$ cat src/stream_reg_stage.sv
`timescale 1ns/1ps
`default_nettype none

module stream_reg_stage #(
  parameter int PX_WIDTH = 30
)(
  input  wire logic                clk_i,
  input  wire logic                rst_i,
  input  wire logic [PX_WIDTH-1:0] s_tdata_i,
  input  wire logic                s_tvalid_i,
  input  wire logic                s_tlast_i,
  input  wire logic                s_tuser_i,
  output logic                     s_tready_o,
  output logic      [PX_WIDTH-1:0] m_tdata_o,
  output logic                     m_tvalid_o,
  output logic                     m_tlast_o,
  output logic                     m_tuser_o,
  input  wire logic                m_tready_i
);

logic full;
logic load;

// take a new beat when empty or while the held one leaves.
assign s_tready_o = !full || m_tready_i;
assign load       = s_tvalid_i && s_tready_o;
assign m_tvalid_o = full;

always_ff @(posedge clk_i, posedge rst_i)
  if (rst_i)
    full <= 1'b0;
  else
    if (load)
      full <= 1'b1;
    else
      if (m_tready_i)
        full <= 1'b0;

always_ff @(posedge clk_i)
  if (load)
    begin
      m_tdata_o <= s_tdata_i;
      m_tlast_o <= s_tlast_i;
      m_tuser_o <= s_tuser_i;
    end

endmodule

`default_nettype wire

$ cat config.mk
export PLATFORM = sky130hd
export DESIGN_NAME = stream_reg_stage
export DESIGN_NICKNAME = d
export VERILOG_FILES = /design/src/stream_reg_stage.sv
export SDC_FILE = /design/constraint.sdc
export NUM_CORES = 1
export LEC_CHECK = 0
export BUFFER_PORTS_ARGS = -buffer_cell sky130_fd_sc_hd__clkbuf_2
export CAP_MARGIN = 20
export CORE_MARGIN = 2
export CORE_UTILIZATION = 39
export DETAILED_ROUTE_END_ITERATION = 10
export PLACE_DENSITY = 0.83
export REMOVE_ABC_BUFFERS = 1
export SYNTH_ARGS = -nofsm -noshare
export SYNTH_HDL_FRONTEND = slang
export SYNTH_SLANG_ARGS = --single-unit
$ cat constraint.sdc
create_clock -name clk_i -period 1.31 [get_ports clk_i]
set_input_delay 0.131 -clock clk_i [delete_from_list [all_inputs] [get_ports clk_i]]
set_output_delay 0.131 -clock clk_i [all_outputs]
set_load 0.02 [all_outputs]
==> run_results.csv <==
group,metric,value,unit
outcome,status,"finished, final reports clean",
global_route,grt_max_degree,23,
routing,routed_wl,2510,um
min_path,min_path_type,"in2reg",
layout,utilization,73.9,%
timing,drv_slew,0,
logic_synthesis,yosysSeqAreaShare,96.8,%
setup_path,cp-start-kind,"flop",
global_route,grt_pass1_vias,799,
power_and_ir_drop,leakage,0.000811,uW
power_and_ir_drop,p_sw,485,uW
cts,postCtsSetupRepairBufs,0,
setup_path,crit_path_max_incr_delay,430,ps
global_route,grt_overflow,0,
cts,clockBufferDepth,2,
power_and_ir_drop,p_int,1650,uW
place,gp_congestion,0.635,
setup_path,cp_cell_sequence,"nand2b_4, and2_4, buf_12",
logic_synthesis,yosys.area.top_type_share,94.3,%
setup_path,required,1340,ps
timing,timing.final.crit_share,88.9,%
logic_synthesis,synth.distinct_cells,6,
cts,ctsRootBufferMaster,"clkbuf_4",
cts,cts_sinks,33,
power_and_ir_drop,totalPowerFinal,2130,uW
power_and_ir_drop,ir_drop,1.08,mV
power_and_ir_drop,power_density,1170,nW/um^2
global_route,grt.total_usage,18.6,%
timing,setup_viol,0,
setup_path,crit_family,"flip-flops",
routing,drtIter0Drc,20,
timing,fin_worst_skew,7.65,ps
routing,routed-via-count,777,
setup_path,worst-path-buf-inv,1,
timing,tightest_slew,139,ps
run,max-cap-violations,0,
cts,cts_buffers,5,
global_route,grt_pass1_wl,3570,um
logic_synthesis,synth_top_area_cell,"edfxtp_1",
logic_synthesis,syn_avg_cell_area,27.5,um^2
timing,slew_headroom,90.7,%
place,dp_worst_setup_slack,179,ps
cts,tritoncts,"done",
floorplanning,start_util,41.1,%
cts,htreeDepth,2,
cts,clock_latency,320,ps
logic_synthesis,yosysWarnings,0,
routing,drc,0,
layout,design_area,1830,um^2
layout,antenna_cells,0,
floorplanning,die_area,3040,um^2
setup_path,endpoint_kind,"flop",
global_route,antenna_found_initial,0,
floorplanning,die_w,55.1,um
layout,drive_gt1_share,53.0,%
routing,routedWlPerCell,14.0,um
setup_path,worst-path-max-fanout,22,
setup_path,slowest_stage,"dfrtp_1",
timing,final_hold_viol_count,0,
timing,period_needed,1160,ps
timing,rsz0062_at_grt,"no",
routing,drt-vias-per-instance,4.34,
cts,clk_pin_slew,100,ps
routing,ant_nets,0,
power_and_ir_drop,swShare,22.7,%
logic_synthesis,netlist_area,1020,um^2
setup_path,reg2reg_slack,150,ps
floorplanning,core_area,2480,um^2
power_and_ir_drop,p_clk_share,27.1,%
logic_synthesis,ys_seq_elements,33,
timing,fin_setup_tns,0,ps
timing,timing.fmax,0.859,GHz
logic_synthesis,synth.area.top_cells,"edfxtp_1 (94%), dfrtp_1 (2.5%), nand2b_4 (1.4%)",
floorplanning,core.rowCount,18,
layout,fin_nets,184,
floorplanning,design.portCount,70,
place,dpl_cell_area,1440,um^2
routing,dr.pass1.iters,3,
timing,worst_slack,145,ps
floorplanning,dieHeight,55.1,um
layout,syn2layout_area_growth,79.7,%
power_and_ir_drop,p_comb_share,14.7,%
place,io_buffers,69,
logic_synthesis,synthCells,37,
setup_path,worstSetupPathType,"reg2reg",
power_and_ir_drop,p_seq_share,58.3,%
setup_path,crit_arrival,1190,ps
## per-stage QoR
stage | hold WS (ps) | instances
4_1_cts | 31.7 | 179
3_5_place_dp | -52.0 | 138
5_1_grt | 32.8 | 179
3_3_place_gp | -55.4 | 138
6_report | 40.6 | 179
2_1_floorplan | -140 | 37
## registers in the layout, indices dropped and copies added (netlist names)
name        count
m_tlast_o       1
m_tuser_o       1
m_tdata_o      30
m_tvalid_o      1
## layout by cell type, fill, tap and decap left out
| master | netlist | routed |
|---|---|---|
| edfxtp_1 | 32 | 32 |
| dlygate4sd3_1 | 0 | 33 |
| nand2b_4 | 1 | 1 |
| clkbuf_8 | 0 | 1 |
| and2_4 | 1 | 1 |
| clkbuf_4 | 0 | 5 |
| clkbuf_1 | 0 | 2 |
| dfrtp_1 | 1 | 1 |
| clkbuf_2 | 0 | 69 |
| nand2b_1 | 1 | 1 |
| inv_1 | 1 | 1 |
| buf_12 | 0 | 2 |
## path summary, 6_finish.rpt
kind | start | end | cells after the start
worst max-delay path | m_tvalid_o | m_tdata_o[19] | 3
worst min-delay path | s_tvalid_i | m_tvalid_o | 2
worst max register to register | m_tvalid_o | m_tdata_o[19] | 3
worst min register to register | m_tvalid_o | m_tvalid_o | 2
max in group asynchronous | rst_i | m_tvalid_o | 3
min in group asynchronous | rst_i | m_tvalid_o | 3
## repair_timing
action	4_1_cts	5_1_grt
hold endpoints to repair	33	0
gates resized for setup	0	0
hold buffers	33	0
## cell families after synthesis
| group | synth area share (%) |
|---|---|
| buffers and inverters | 0.368 |
| AND/OR/NAND/NOR | 2.83 |
| flip-flops | 96.8 |
## worst register-to-register path: cells and delay by family, from the launching register on
family | cells | cell delay, ps
buffers and inverters | 1 | 170
and+or+nand+nor | 2 | 280
DFF | 1 | 430
## final cells by class
| type | count | area, um^2 |
|---|---|---|
| Inverter | 1 | 3.75 |
| Multi-Input combinational cell | 3 | 28.8 |
| Timing Repair Buffer | 104 | 716 |
| Clock buffer | 8 | 58.8 |
| Sequential cell | 33 | 986 |
| Tap cell | 30 | 37.5 |
| Fill cell | 157 | 647 |
## power groups by stage
stage	sequential (uW)	clock (uW)	combinational, uW
5_1_grt	1250	639	334
3_5_place_dp	1270	0	232
4_1_cts	1240	591	309
2_1_floorplan	1340	0	29.9
3_3_place_gp	1260	0	226
6_report	1240	578	313
## routing by layer
layer  GRT usage [%]  vias to the layer above  routed length [um]
met5               0                        -                   0
li1                -                      366                   -
met1            18.6                      364                 930
met3            10.2                        2                 245
met4            9.35                        0                  18
met2            31.2                       45                1320
## cell usage after synthesis
cell and number:
edfxtp_1 32, and2_4 1, dfrtp_1 1, inv_1 1
nand2b_1 1, nand2b_4 1
(Power assumes the default switching activity.)
