$ cat src/px_skip_pkg.sv
`default_nettype none

package px_skip_pkg;

  // width of every skip setting and run counter.
  localparam int CNT_W = 16;

  typedef enum logic [2:0] {
    PASS_S        = 3'd0, // pixels go through.
    SKIP_PX_S     = 3'd1, // dropping a pixel run.
    SKIP_ADD_PX_S = 3'd2, // one extra dropped pixel.
    SKIP_LN_S     = 3'd3, // dropping whole lines.
    SKIP_ADD_LN_S = 3'd4  // one extra dropped line.
  } skip_state_e;

endpackage

`default_nettype wire

$ cat src/skip_cfg_latch.sv
`timescale 1ns/1ps
`default_nettype none

module skip_cfg_latch (
  input  wire logic                           clk_i,
  input  wire logic                           rst_i,
  input  wire logic [px_skip_pkg::CNT_W-1:0]  px_skip_interval_i,
  input  wire logic [px_skip_pkg::CNT_W-1:0]  px_to_skip_i,
  input  wire logic [px_skip_pkg::CNT_W-1:0]  add_px_interval_i,
  input  wire logic [px_skip_pkg::CNT_W-1:0]  ln_skip_interval_i,
  input  wire logic [px_skip_pkg::CNT_W-1:0]  ln_to_skip_i,
  input  wire logic [px_skip_pkg::CNT_W-1:0]  add_ln_interval_i,
  input  wire logic                           frame_start_i,
  output logic      [px_skip_pkg::CNT_W-1:0]  px_pass_len_o,
  output logic      [px_skip_pkg::CNT_W-1:0]  px_skip_len_o,
  output logic      [px_skip_pkg::CNT_W-1:0]  px_add_len_o,
  output logic      [px_skip_pkg::CNT_W-1:0]  ln_pass_len_o,
  output logic      [px_skip_pkg::CNT_W-1:0]  ln_skip_len_o,
  output logic      [px_skip_pkg::CNT_W-1:0]  ln_add_len_o,
  output logic                                px_skip_en_o,
  output logic                                ln_skip_en_o
);

// lengths are stored minus one so the decider compares counters directly.
always_ff @(posedge clk_i, posedge rst_i)
  if (rst_i)
    begin
      px_pass_len_o <= '0;
      px_skip_len_o <= '0;
      px_add_len_o  <= '0;
      ln_pass_len_o <= '0;
      ln_skip_len_o <= '0;
      ln_add_len_o  <= '0;
      px_skip_en_o  <= 1'b0; // pass everything until first frame.
      ln_skip_en_o  <= 1'b0;
    end
  else
    if (frame_start_i)
      begin
        px_pass_len_o <= px_skip_interval_i - px_to_skip_i - 1'b1;
        px_skip_len_o <= px_to_skip_i - 1'b1;
        px_add_len_o  <= add_px_interval_i;
        ln_pass_len_o <= ln_skip_interval_i - ln_to_skip_i - 1'b1;
        ln_skip_len_o <= ln_to_skip_i - 1'b1;
        ln_add_len_o  <= add_ln_interval_i;
        px_skip_en_o  <= px_to_skip_i != '0;
        ln_skip_en_o  <= ln_to_skip_i != '0;
      end

endmodule

`default_nettype wire

$ cat config.mk
export PLATFORM = sky130hd
export DESIGN_NAME = skip_cfg_latch
export DESIGN_NICKNAME = d
export VERILOG_FILES = /design/src/px_skip_pkg.sv /design/src/skip_cfg_latch.sv
export SDC_FILE = /design/constraint.sdc
export NUM_CORES = 1
export LEC_CHECK = 0
export BUFFER_PORTS_ARGS = -buffer_cell sky130_fd_sc_hd__buf_2
export CAP_MARGIN = 20
export CORE_ASPECT_RATIO = 1.25
export CORE_MARGIN = 2
export CORE_UTILIZATION = 55
export CTS_BUF_LIST = sky130_fd_sc_hd__clkbuf_8
export CTS_CLUSTER_SIZE = 8
export DETAILED_ROUTE_END_ITERATION = 8
export PLACE_DENSITY = 0.89
export SLEW_MARGIN = 20
export SYNTH_ARGS = -nofsm -noshare
export SYNTH_HDL_FRONTEND = slang
export SYNTH_SLANG_ARGS = --single-unit
export TNS_END_PERCENT = 10
$ cat constraint.sdc
create_clock -name clk_i -period 5.5 [get_ports clk_i]
set_clock_uncertainty 0.15 [all_clocks]
set_input_delay 0.55 -clock clk_i [delete_from_list [all_inputs] [get_ports clk_i]]
set_output_delay 0.55 -clock clk_i [all_outputs]
set_load 0.03 [all_outputs]
==> run_results.csv <==
group,metric,value,unit
sta,finalSetupTns,0,ns
clock_network,htree_levels,3,
synth,synth.avg_cell_area,10.1,um^2
synth,synth_xor_area_share,7.74,%
routing,drt_wl_total,13500,um
job,max_cap_violations,0,
clock_network,cts_tree,"yes",
critical_path,start_kind,"primary input",
synth,ys.warnings.count,0,
synth,synth_ff_type,"dfrtp_1",
sta,rsz0062_at_grt,"no",
clock_network,clk_pin_slew,0.10,ns
grt,grt_pass1_vias,4792,
critical_path,end_kind,"register",
power_and_ir_drop,p_total,2040,uW
outcome,status,"completed",
routing,vias,4770,
final_layout,num-nets-final,873,
synth,yosysUniqueCellTypes,48,
critical_path,cp.arrival,2.60,ns
grt,antenna_found_initial,0,
power_and_ir_drop,power_density,298,mW/mm^2
floorplan,die_y,116,um
sta,fin_crit_sh,45.6,%
floorplan,io_pins,197,
synth,yosysMostFrequentCell,"dfrtp_1",
routing,drc,0,
synth,synth_top_family_by_area,"compound AO/OA/AOI/OAI gates",
synth,async_reset_ff_share,100,%
final_layout,syn2layout_area_growth,23.2,%
sta,tightest_slew,0.833,ns
floorplan,die_width,93.8,um
floorplan,fp.coreArea,0.00995,mm^2
sta,max_freq,399,MHz
synth,synth_nets,684,
synth,ys_seq_elements,98,
floorplan,die_area,0.0109,mm^2
placement,hpwl,10400,um
clock_network,cts_sinks,98,
synth,synth_edf_count,0,
synth,ys_top_cells_by_area,"dfrtp_1, mux2_2, ha_1, xnor2_1, a21oi_1",
power_and_ir_drop,p_leak,0.00328,uW
sta,relSlewSlack,44.5,%
critical_path,worstReg2RegEnd,"px_pass_len_o[12]",
sta,min_period,2.51,ns
power_and_ir_drop,peakVddDrop,0.167,mV
clock_network,postCtsSetupBuffers,0,
synth,seq_area_frac_synth,44.2,%
sta,final-setup-viol-count,0,
critical_path,reg2reg_from,"px_pass_len_o[12]",
synth,yosys.area.top_type,"dfrtp_1",
grt,grt_pass1_wl,21700,um
placement,gp_congestion,0.868,
floorplan,start_util,55.7,%
clock_network,hold_buffers,0,
synth,syn-cell-area,0.00555,mm^2
final_layout,fin_area,0.00683,mm^2
floorplan,num_rows,41,
critical_path,r2r_cells,2,
routing,viasPerCell,5.48,
clock_network,cts_resized,0,
placement,placed_cell_area,0.00663,mm^2
sta,timing.final.max_slew_violations,0,
critical_path,crit_required,5.59,ns
synth,synth_compound_area_share,12.9,%
sta,setup_ws,2.99,ns
grt,grt_max_degree,79,
sta,hold_ws,0.109,ns
grt,globalRouteTotalUtil,25.1,%
final_layout,drive_gt1_share,36.9,%
clock_network,worst_skew_pair.late_latency,0.36,ns
synth,yosys.area_share.simple,11.3,%
routing,wire_per_inst,15.5,um
critical_path,critPathKind,"in2reg",
synth,yosys.area_share.adder,8.39,%
routing,first_pass_iters,4,
clock_network,cts-root-buf,"clkbuf_8",
placement,port_buffers,196,
grt,overflow,0,
clock_network,cts_buffer_depth,2,
synth,syn-instance-count,549,
sta,hold_violations,0,
routing,drt-initial-drc-count,163,
clock_network,cts_buffers,9,
synth,synth_mux_area_share,11.4,%
critical_path,worstPathMaxFanout,5,
synth,yosys.area.top_type_share,44.2,%
final_layout,antennaDiodeCount,0,
critical_path,r2r_slack,4.54,ns
synth,synthTopCellsByCount,"dfrtp_1, mux2_2, nor2_1, a21oi_1, xnor2_1",
routing,drtAntennaViolNets,0,
placement,pre_cts_ws,2.68,ns
hold_path,hp-class,"in2async",
==> kinds of logic after synthesis <==
kind of cell | count (synthesis)
flops | 98
xor+xnor | 49
simple gates | 135
fa+ha+maj | 36
mux | 56
buf+inv | 61
compound gates | 114
==> state kept, by name, indices dropped and copies added (netlist names) <==
signal         flops
ln_skip_len_o     16
ln_pass_len_o     16
px_skip_len_o     16
px_pass_len_o     16
ln_skip_en_o       1
px_skip_en_o       1
ln_add_len_o      16
px_add_len_o      16
==> report_power, final <==
group          switching, uW  internal (uW)
combinational            442            247
sequential              53.8            820
clock                    254            223
total                    749           1290
==> stage by stage <==
stage	utilization (%)	cells
after floorplan	-	549
after global placement	66.7	856
after detailed placement	66.7	856
after CTS	68.7	871
after global routing	68.7	871
final	68.7	871
==> final cells by class <==
| class | count | area (um^2) |
|---|---|---|
| Clock inverter | 5 | 62.6 |
| Tap cell | 129 | 161 |
| Timing Repair Buffer | 198 | 998 |
| Multi-Input combinational cell | 390 | 2870 |
| Clock buffer | 10 | 138 |
| Fill cell | 812 | 3120 |
| Sequential cell | 98 | 2450 |
| Inverter | 41 | 156 |
==> worst max path at each step <==
stage | startpoint | to | slack, ns
after CTS | px_to_skip_i[4] | px_pass_len_o[9] | 3.05
after global placement | px_to_skip_i[2] | px_pass_len_o[13] | 2.73
after global routing | px_to_skip_i[0] | px_pass_len_o[14] | 2.86
final | px_to_skip_i[2] | px_pass_len_o[9] | 2.99
after floorplan | rst_i | ln_add_len_o[0] | 2.24
after detailed placement | px_to_skip_i[0] | px_pass_len_o[10] | 2.68
==> worst max-delay path, cell delays in order <==
cell and delay, ns:
buf_2 0.12, inv_1 0.06, ha_1 0.32, a21oi_1 0.22
a21oi_1 0.09, nor3_1 0.55, o21ai_0 0.24, xor2_1 0.17
mux2_2 0.27
==> routing by layer <==
layer / vias to the layer above / global-route usage, % / share of wire (%)
li1: 2311 / - / -
met1: 2252 / 30.2 / 40
met2: 178 / 43.9 / 51
met3: 29 / 5.94 / 6.4
met4: 0 / 9.28 / 2.7
met5: - / 0 / 0
==> placed cells by master (no fill, tap or decap), types with 2 or more instances in the layout <==
| cell | instances |
|---|---|
| mux2_2 | 56 |
| nand4_1 | 6 |
| nand3_1 | 12 |
| clkinvlp_4 | 2 |
| and3_1 | 6 |
| o211ai_1 | 3 |
| clkbuf_8 | 10 |
| o21ai_0 | 12 |
| o31ai_1 | 6 |
| ha_1 | 34 |
| nor4_1 | 3 |
| nor3_1 | 12 |
| a31oi_1 | 7 |
| dfrtp_1 | 98 |
| fa_1 | 2 |
| o311ai_0 | 2 |
| a211oi_1 | 3 |
| a21oi_1 | 50 |
| nand2_1 | 28 |
| or3_1 | 2 |
| nor2b_1 | 3 |
| nor2_1 | 56 |
| o21a_1 | 5 |
| xnor2_1 | 41 |
| xor2_1 | 8 |
| or3_4 | 2 |
| buf_2 | 195 |
| buf_4 | 3 |
| a221o_1 | 2 |
| a21o_1 | 11 |
| inv_1 | 39 |
(Power assumes the default switching activity.)
