## src/px_skip_pkg.sv

```systemverilog
`default_nettype none

package px_skip_pkg;

  // width of every skip setting and run counter.
  localparam int CNT_W = 16;

  typedef enum logic [2:0] {
    PASS_S        = 3'd0, // pixels go through.
    SKIP_PX_S     = 3'd1, // dropping a pixel run.
    SKIP_ADD_PX_S = 3'd2, // one extra dropped pixel.
    SKIP_LN_S     = 3'd3, // dropping whole lines.
    SKIP_ADD_LN_S = 3'd4  // one extra dropped line.
  } skip_state_e;

endpackage

`default_nettype wire

```

## src/skip_decider.sv

```systemverilog
`timescale 1ns/1ps
`default_nettype none

module skip_decider #(
  parameter int PX_WIDTH = 30
)(
  input  wire logic                           clk_i,
  input  wire logic                           rst_i,
  input  wire logic [PX_WIDTH-1:0]            s_tdata_i,
  input  wire logic                           s_tvalid_i,
  input  wire logic                           s_tlast_i,
  input  wire logic                           s_tuser_i,
  output logic                                s_tready_o,
  input  wire logic [px_skip_pkg::CNT_W-1:0]  px_pass_len_i,
  input  wire logic [px_skip_pkg::CNT_W-1:0]  px_skip_len_i,
  input  wire logic [px_skip_pkg::CNT_W-1:0]  px_add_len_i,
  input  wire logic [px_skip_pkg::CNT_W-1:0]  ln_pass_len_i,
  input  wire logic [px_skip_pkg::CNT_W-1:0]  ln_skip_len_i,
  input  wire logic [px_skip_pkg::CNT_W-1:0]  ln_add_len_i,
  input  wire logic                           px_skip_en_i,
  input  wire logic                           ln_skip_en_i,
  output logic      [PX_WIDTH-1:0]            m_tdata_o,
  output logic                                m_tvalid_o,
  output logic                                m_tlast_o,
  output logic                                m_tuser_o,
  input  wire logic                           m_tready_i
);

localparam int CNT_W = px_skip_pkg::CNT_W;

px_skip_pkg::skip_state_e state, st, nxt_state;

logic             first_beat;
logic             line_start;
logic             frame_start;
logic             kept_line;
logic             keep;
logic             xfer;
logic [CNT_W-1:0] px_pass_cnt, px_skip_cnt, px_add_cnt;
logic [CNT_W-1:0] ln_pass_cnt, ln_skip_cnt, ln_add_cnt;
logic [CNT_W-1:0] px_pass_cur, px_skip_cur, px_add_cur;
logic [CNT_W-1:0] ln_pass_cur, ln_skip_cur, ln_add_cur;
logic [CNT_W-1:0] px_pass_nxt, px_skip_nxt, px_add_nxt;
logic [CNT_W-1:0] ln_pass_nxt, ln_skip_nxt, ln_add_nxt;
logic [CNT_W-1:0] px_add_inc, ln_add_inc;

assign frame_start = s_tvalid_i && s_tuser_i;
assign line_start  = first_beat || frame_start;

// a new frame always opens in pass with cleared line counters.
assign st          = frame_start ? px_skip_pkg::PASS_S : state;
assign px_pass_cur = line_start  ? '0 : px_pass_cnt;
assign px_skip_cur = line_start  ? '0 : px_skip_cnt;
assign px_add_cur  = line_start  ? '0 : px_add_cnt;
assign ln_pass_cur = frame_start ? '0 : ln_pass_cnt;
assign ln_skip_cur = frame_start ? '0 : ln_skip_cnt;
assign ln_add_cur  = frame_start ? '0 : ln_add_cnt;
assign px_add_inc  = px_add_cur + 1'b1;
assign ln_add_inc  = ln_add_cur + 1'b1;

assign kept_line = st == px_skip_pkg::PASS_S || st == px_skip_pkg::SKIP_PX_S ||
                   st == px_skip_pkg::SKIP_ADD_PX_S;
assign keep      = st == px_skip_pkg::PASS_S || ( kept_line && s_tlast_i ); // last px kept.

assign m_tvalid_o = s_tvalid_i && keep;
assign m_tdata_o  = s_tdata_i;
assign m_tlast_o  = s_tlast_i;
assign m_tuser_o  = s_tuser_i;
assign s_tready_o = keep ? m_tready_i : 1'b1; // drops are taken at once.
assign xfer       = s_tvalid_i && s_tready_o;

always_comb
  begin
    nxt_state   = st;
    px_pass_nxt = px_pass_cur;
    px_skip_nxt = px_skip_cur;
    px_add_nxt  = px_add_cur;
    ln_pass_nxt = ln_pass_cur;
    ln_skip_nxt = ln_skip_cur;
    ln_add_nxt  = ln_add_cur;
    case (st)
      px_skip_pkg::PASS_S:
        if (!s_tlast_i)
          if (px_skip_en_i && px_pass_cur == px_pass_len_i)
            begin
              nxt_state   = px_skip_pkg::SKIP_PX_S;
              px_pass_nxt = '0;
              px_skip_nxt = '0;
            end
          else
            px_pass_nxt = px_pass_cur + 1'b1;
      px_skip_pkg::SKIP_PX_S:
        if (!s_tlast_i)
          if (px_skip_cur == px_skip_len_i)
            begin
              px_skip_nxt = '0;
              if (px_add_len_i != '0 && px_add_inc == px_add_len_i)
                begin
                  nxt_state  = px_skip_pkg::SKIP_ADD_PX_S;
                  px_add_nxt = '0;
                end
              else
                begin
                  nxt_state  = px_skip_pkg::PASS_S;
                  px_add_nxt = px_add_inc;
                end
            end
          else
            px_skip_nxt = px_skip_cur + 1'b1;
      px_skip_pkg::SKIP_ADD_PX_S:
        if (!s_tlast_i)
          nxt_state = px_skip_pkg::PASS_S;
      px_skip_pkg::SKIP_LN_S:
        if (s_tlast_i)
          if (ln_skip_cur == ln_skip_len_i)
            begin
              ln_skip_nxt = '0;
              if (ln_add_len_i != '0 && ln_add_inc == ln_add_len_i)
                begin
                  nxt_state  = px_skip_pkg::SKIP_ADD_LN_S;
                  ln_add_nxt = '0;
                end
              else
                begin
                  nxt_state  = px_skip_pkg::PASS_S;
                  ln_add_nxt = ln_add_inc;
                end
            end
          else
            ln_skip_nxt = ln_skip_cur + 1'b1;
      px_skip_pkg::SKIP_ADD_LN_S:
        if (s_tlast_i)
          nxt_state = px_skip_pkg::PASS_S;
      default:
        nxt_state = px_skip_pkg::PASS_S;
    endcase
    // end of a kept line decides what the next line does.
    if (kept_line && s_tlast_i)
      if (ln_skip_en_i && ln_pass_cur == ln_pass_len_i)
        begin
          nxt_state   = px_skip_pkg::SKIP_LN_S;
          ln_pass_nxt = '0;
          ln_skip_nxt = '0;
        end
      else
        begin
          nxt_state   = px_skip_pkg::PASS_S;
          ln_pass_nxt = ln_pass_cur + 1'b1;
        end
  end

always_ff @(posedge clk_i, posedge rst_i)
  if (rst_i)
    begin
      state       <= px_skip_pkg::PASS_S;
      first_beat  <= 1'b1;
      px_pass_cnt <= '0;
      px_skip_cnt <= '0;
      px_add_cnt  <= '0;
      ln_pass_cnt <= '0;
      ln_skip_cnt <= '0;
      ln_add_cnt  <= '0;
    end
  else
    if (xfer)
      begin
        state       <= nxt_state;
        first_beat  <= s_tlast_i;
        px_pass_cnt <= px_pass_nxt;
        px_skip_cnt <= px_skip_nxt;
        px_add_cnt  <= px_add_nxt;
        ln_pass_cnt <= ln_pass_nxt;
        ln_skip_cnt <= ln_skip_nxt;
        ln_add_cnt  <= ln_add_nxt;
      end

endmodule

`default_nettype wire

```

## config.mk

```make
export PLATFORM = sky130hd
export DESIGN_NAME = skip_decider
export DESIGN_NICKNAME = d
export VERILOG_FILES = /design/src/px_skip_pkg.sv /design/src/skip_decider.sv
export SDC_FILE = /design/constraint.sdc
export NUM_CORES = 1
export LEC_CHECK = 0
export BUFFER_PORTS_ARGS = -buffer_cell sky130_fd_sc_hd__buf_2
export CELL_PAD_IN_SITES_DETAIL_PLACEMENT = 0
export CELL_PAD_IN_SITES_GLOBAL_PLACEMENT = 1
export CORE_AREA = 2 2 178 145
export CTS_CLUSTER_SIZE = 14
export DETAILED_ROUTE_END_ITERATION = 10
export DIE_AREA = 0 0 180 147
export GPL_TIMING_DRIVEN = 0
export PLACE_DENSITY_LB_ADDON = 0.1
export SLEW_MARGIN = 0
export SYNTH_ARGS = -nofsm -noshare
export SYNTH_HDL_FRONTEND = slang
export SYNTH_SLANG_ARGS = --single-unit
```

## constraint.sdc

```tcl
create_clock -name clk_i -period 3.4 [get_ports clk_i]
set_clock_uncertainty 0.2 [all_clocks]
set_input_delay 0.17 -clock clk_i [delete_from_list [all_inputs] [get_ports clk_i]]
set_output_delay 0.17 -clock clk_i [all_outputs]
set_load 0.02 [all_outputs]
```

==> flow_metrics.env <==
export IMPL_pre_cts_ws_ns=-0.999
export IMPL_rows=52
export IMPL_fmax_mhz=296
export IMPL_drc_errors=0
export IMPL_synth_top_area_share_pct=27.6
export IMPL_path_cells="nand4_1, or3_4, mux2_2, a221oi_2, nand4_1, nor3_2, and2_1, buf_4, buf_4, o21ai_0, a21oi_1, o22ai_1"
export IMPL_power_per_cell_area_nw_per_um2=325
export IMPL_drv_slew=0
export IMPL_cts_root_buf="clkbuf_16"
export IMPL_slowest_delay_ns=0.46
export IMPL_clk_latency_ns=0.37
export IMPL_worstSetupPathType="flop to flop"
export IMPL_port_buffers=137
export IMPL_leakagePower_uw=0.00464
export IMPL_synth_common_cells="nand2_1, nor2_1, o21ai_0, dfrtp_1, a21oi_1"
export IMPL_grt_pass1_vias=9046
export IMPL_hold_viol_final=0
export IMPL_critPathTopFamily="simple AND/OR/NAND/NOR gates"
export IMPL_wl_per_cell_microns=19.0
export IMPL_path_clk_slew_ns=0.07
export IMPL_crit_path_start="px_add_cnt[3]"
export IMPL_drt_first_pass_iters=6
export IMPL_die_h_microns=147
export IMPL_cts_sinks=100
export IMPL_ys_flop_type="dfrtp_1"
export IMPL_synth_warnings=0
export IMPL_finalCriticalPeriod_ns=3.38
export IMPL_avgSynthCellArea_sq_um=7.48
export IMPL_cts_tree="built"
export IMPL_cts_path_max_buffers=2
export IMPL_postRouteAntennaNets=0
export IMPL_cts_buffers=9
export IMPL_worstPathRequired_ns=3.41
export IMPL_grt_total_usage_pct=24.3
export IMPL_hp_class="primary input to flop"
export IMPL_ys_seq_area_share_pct=27.9
export IMPL_cp_start_kind="flop"
export IMPL_synth_most_common_cell="nand2_1"
export IMPL_ys_top_cells_by_area="dfrtp_1, o21ai_0, nand2_1, nor2_1, xnor2_1"
export IMPL_end_kind="flop"
export IMPL_crit_end="px_add_cnt[10]"
export IMPL_vias_per_cell=5.76
export IMPL_overflow=0
export IMPL_h_tree_depth=3
export IMPL_finalSetupViolCount=0
export IMPL_setup_slack_ns=0.0201
export IMPL_multi_input_area_sq_um=6180
export IMPL_drive_gt1_share_pct=27.5
export IMPL_worst_r2r_path_depth=12
export IMPL_cpMaxStageDelayCell="or3_4"
export IMPL_ys_ff_latch=100
export IMPL_syn_num_nets=1339
export IMPL_period_share_pct=99.4
export IMPL_relSlewSlack_pct=39.3
export IMPL_r2r_end="px_add_cnt[10]"
export IMPL_arrival_ns=3.39
export IMPL_reg2reg_slack_ns=0.02
export IMPL_tightest_slew_ns=0.911
export IMPL_fp_coreArea_sq_um=24800
export IMPL_fin_nets=1541
export IMPL_diodes=0
export IMPL_ir_drop_uv=257
export IMPL_reg2reg_from="px_add_cnt[3]"
export IMPL_outcome="finished, final reports clean"
export IMPL_wirelength_microns=32800
export IMPL_finalPower_uw=3790
export IMPL_antenna_found_initial=0
export IMPL_syn_inst=1200
export IMPL_gp_congestion=0.860
export IMPL_start_util_pct=36.2
export IMPL_synth_edf_count=0
export IMPL_hpwl_microns=23500
export IMPL_cp_num_buf_inv=2
export IMPL_dr_first_iter_drc_count=747
export IMPL_cp_max_fo=10
export IMPL_syn_area_sq_um=8970
export IMPL_die_w_microns=180
export IMPL_area_growth_pct=29.8
export IMPL_postSynth_asyncResetShare_pct=100
export IMPL_cap_violations=0
export IMPL_yosysTopAreaCell="dfrtp_1"
export IMPL_seq_area_sq_um=2510
export IMPL_cp_num_cells=12
export IMPL_dieArea_sq_um=26500
export IMPL_grt_pass1_wl_microns=51500
export IMPL_rsz0062_at_grt="yes"
export IMPL_vias=9966
export IMPL_io_pins=168
export IMPL_grt_max_degree=58
export IMPL_fillCellCount=2507
export IMPL_ys_types=82
cell families after synthesis:
| family | share of synthesized area (%) |
|---|---|
| simple gates | 30.1 |
| compound gates | 25.7 |
| buf+inv | 8.56 |
| flops | 27.9 |
| xor+xnor | 5.86 |
| mux | 1.06 |
| fa+ha+maj | 0.809 |
where the power goes:
part / internal [uW] / switching (uW) / total (uW) / leakage, uW
clock: 800 / 526 / 1330 / 0.000177
sequential: 1250 / 94.8 / 1340 / 0.00136
combinational: 458 / 663 / 1120 / 0.00309
per-layer routing:
metal  routed length, microns  track usage, %  up-vias
met5                        0               0        -
met4                      340            4.39        0
met3                     1860            3.74       23
met2                    14200            36.8      301
met1                    16400            36.6     4823
li1                         -               -     4819
registers in the layout, summed over array words and instances (netlist names):
| register | flops |
|---|---|
| first_beat | 1 |
| ln_add_cnt | 16 |
| ln_pass_cnt | 16 |
| ln_skip_cnt | 16 |
| px_add_cnt | 16 |
| px_pass_cnt | 16 |
| px_skip_cnt | 16 |
| state | 3 |
placed cells by master (no fill, tap or decap), types with 28 or more instances in the layout:
cell	Yosys	layout
a21oi_1	58	55
inv_1	32	31
a31oi_1	35	35
nand3_1	46	44
nand2_1	127	121
nand4_1	28	28
o21ai_0	115	100
dfrtp_1	99	92
buf_2	19	142
xnor2_1	48	48
buf_4	38	95
nor2_1	126	123
area by class of cell:
class                   count  area share, %
multi-input cells         951           53.1
flip-flops and latches    100           21.6
repair buffers            196           10.3
plain buffers             111           7.26
well taps                 324           3.48
clock buffers               9           1.93
clock inverters             7           1.25
inverters                  33           1.09
worst min-delay path, stage by stage:
cell     delay, ns
buf_6         0.11
and2_1        0.16
buf_6         0.14
or4_4         0.14
o31ai_1       0.06
repair_timing:
| action | CTS | global route |
|---|---|---|
| endpoints found under the hold margin | 55 | 0 |
| endpoints found under the setup margin | 97 | 76 |
| gates cloned | 1 | 1 |
| resized for setup | 62 | 103 |
| hold buffers | 1 | 0 |
| pin swaps | 14 | 21 |
| setup buffers | 23 | 33 |
metrics by stage:
step                instance area [sq um]  util, %  setup TNS (ns)  std cells  hold WS, ns
floorplan                            9080        -           -1.09       1200        0.253
global placement                    10200     41.0         -195.64       1661        0.286
detailed placement                  10200     41.1          -65.36       1662        0.192
CTS                                 11000     44.5          -0.284       1701        0.220
global route                        11600     47.0          -0.284       1731        0.301
finish                              11600     47.0               0       1731        0.272
how the worst min path moves through the flow:
stage / start / endpoint / cells after the start
2_1_floorplan: s_tdata_i[0] / m_tdata_o[0] / 1
4_1_cts: px_skip_en_i / px_pass_cnt[2] / 5
5_1_grt: s_tvalid_i / ln_add_cnt[9] / 5
3_5_place_dp: rst_i / ln_pass_cnt[13] / 2
3_3_place_gp: ln_add_cnt[10] / ln_add_cnt[10] / 2
6_report: s_tvalid_i / ln_add_cnt[9] / 5
No activity file was read; power rests on OpenSTA's default activity.
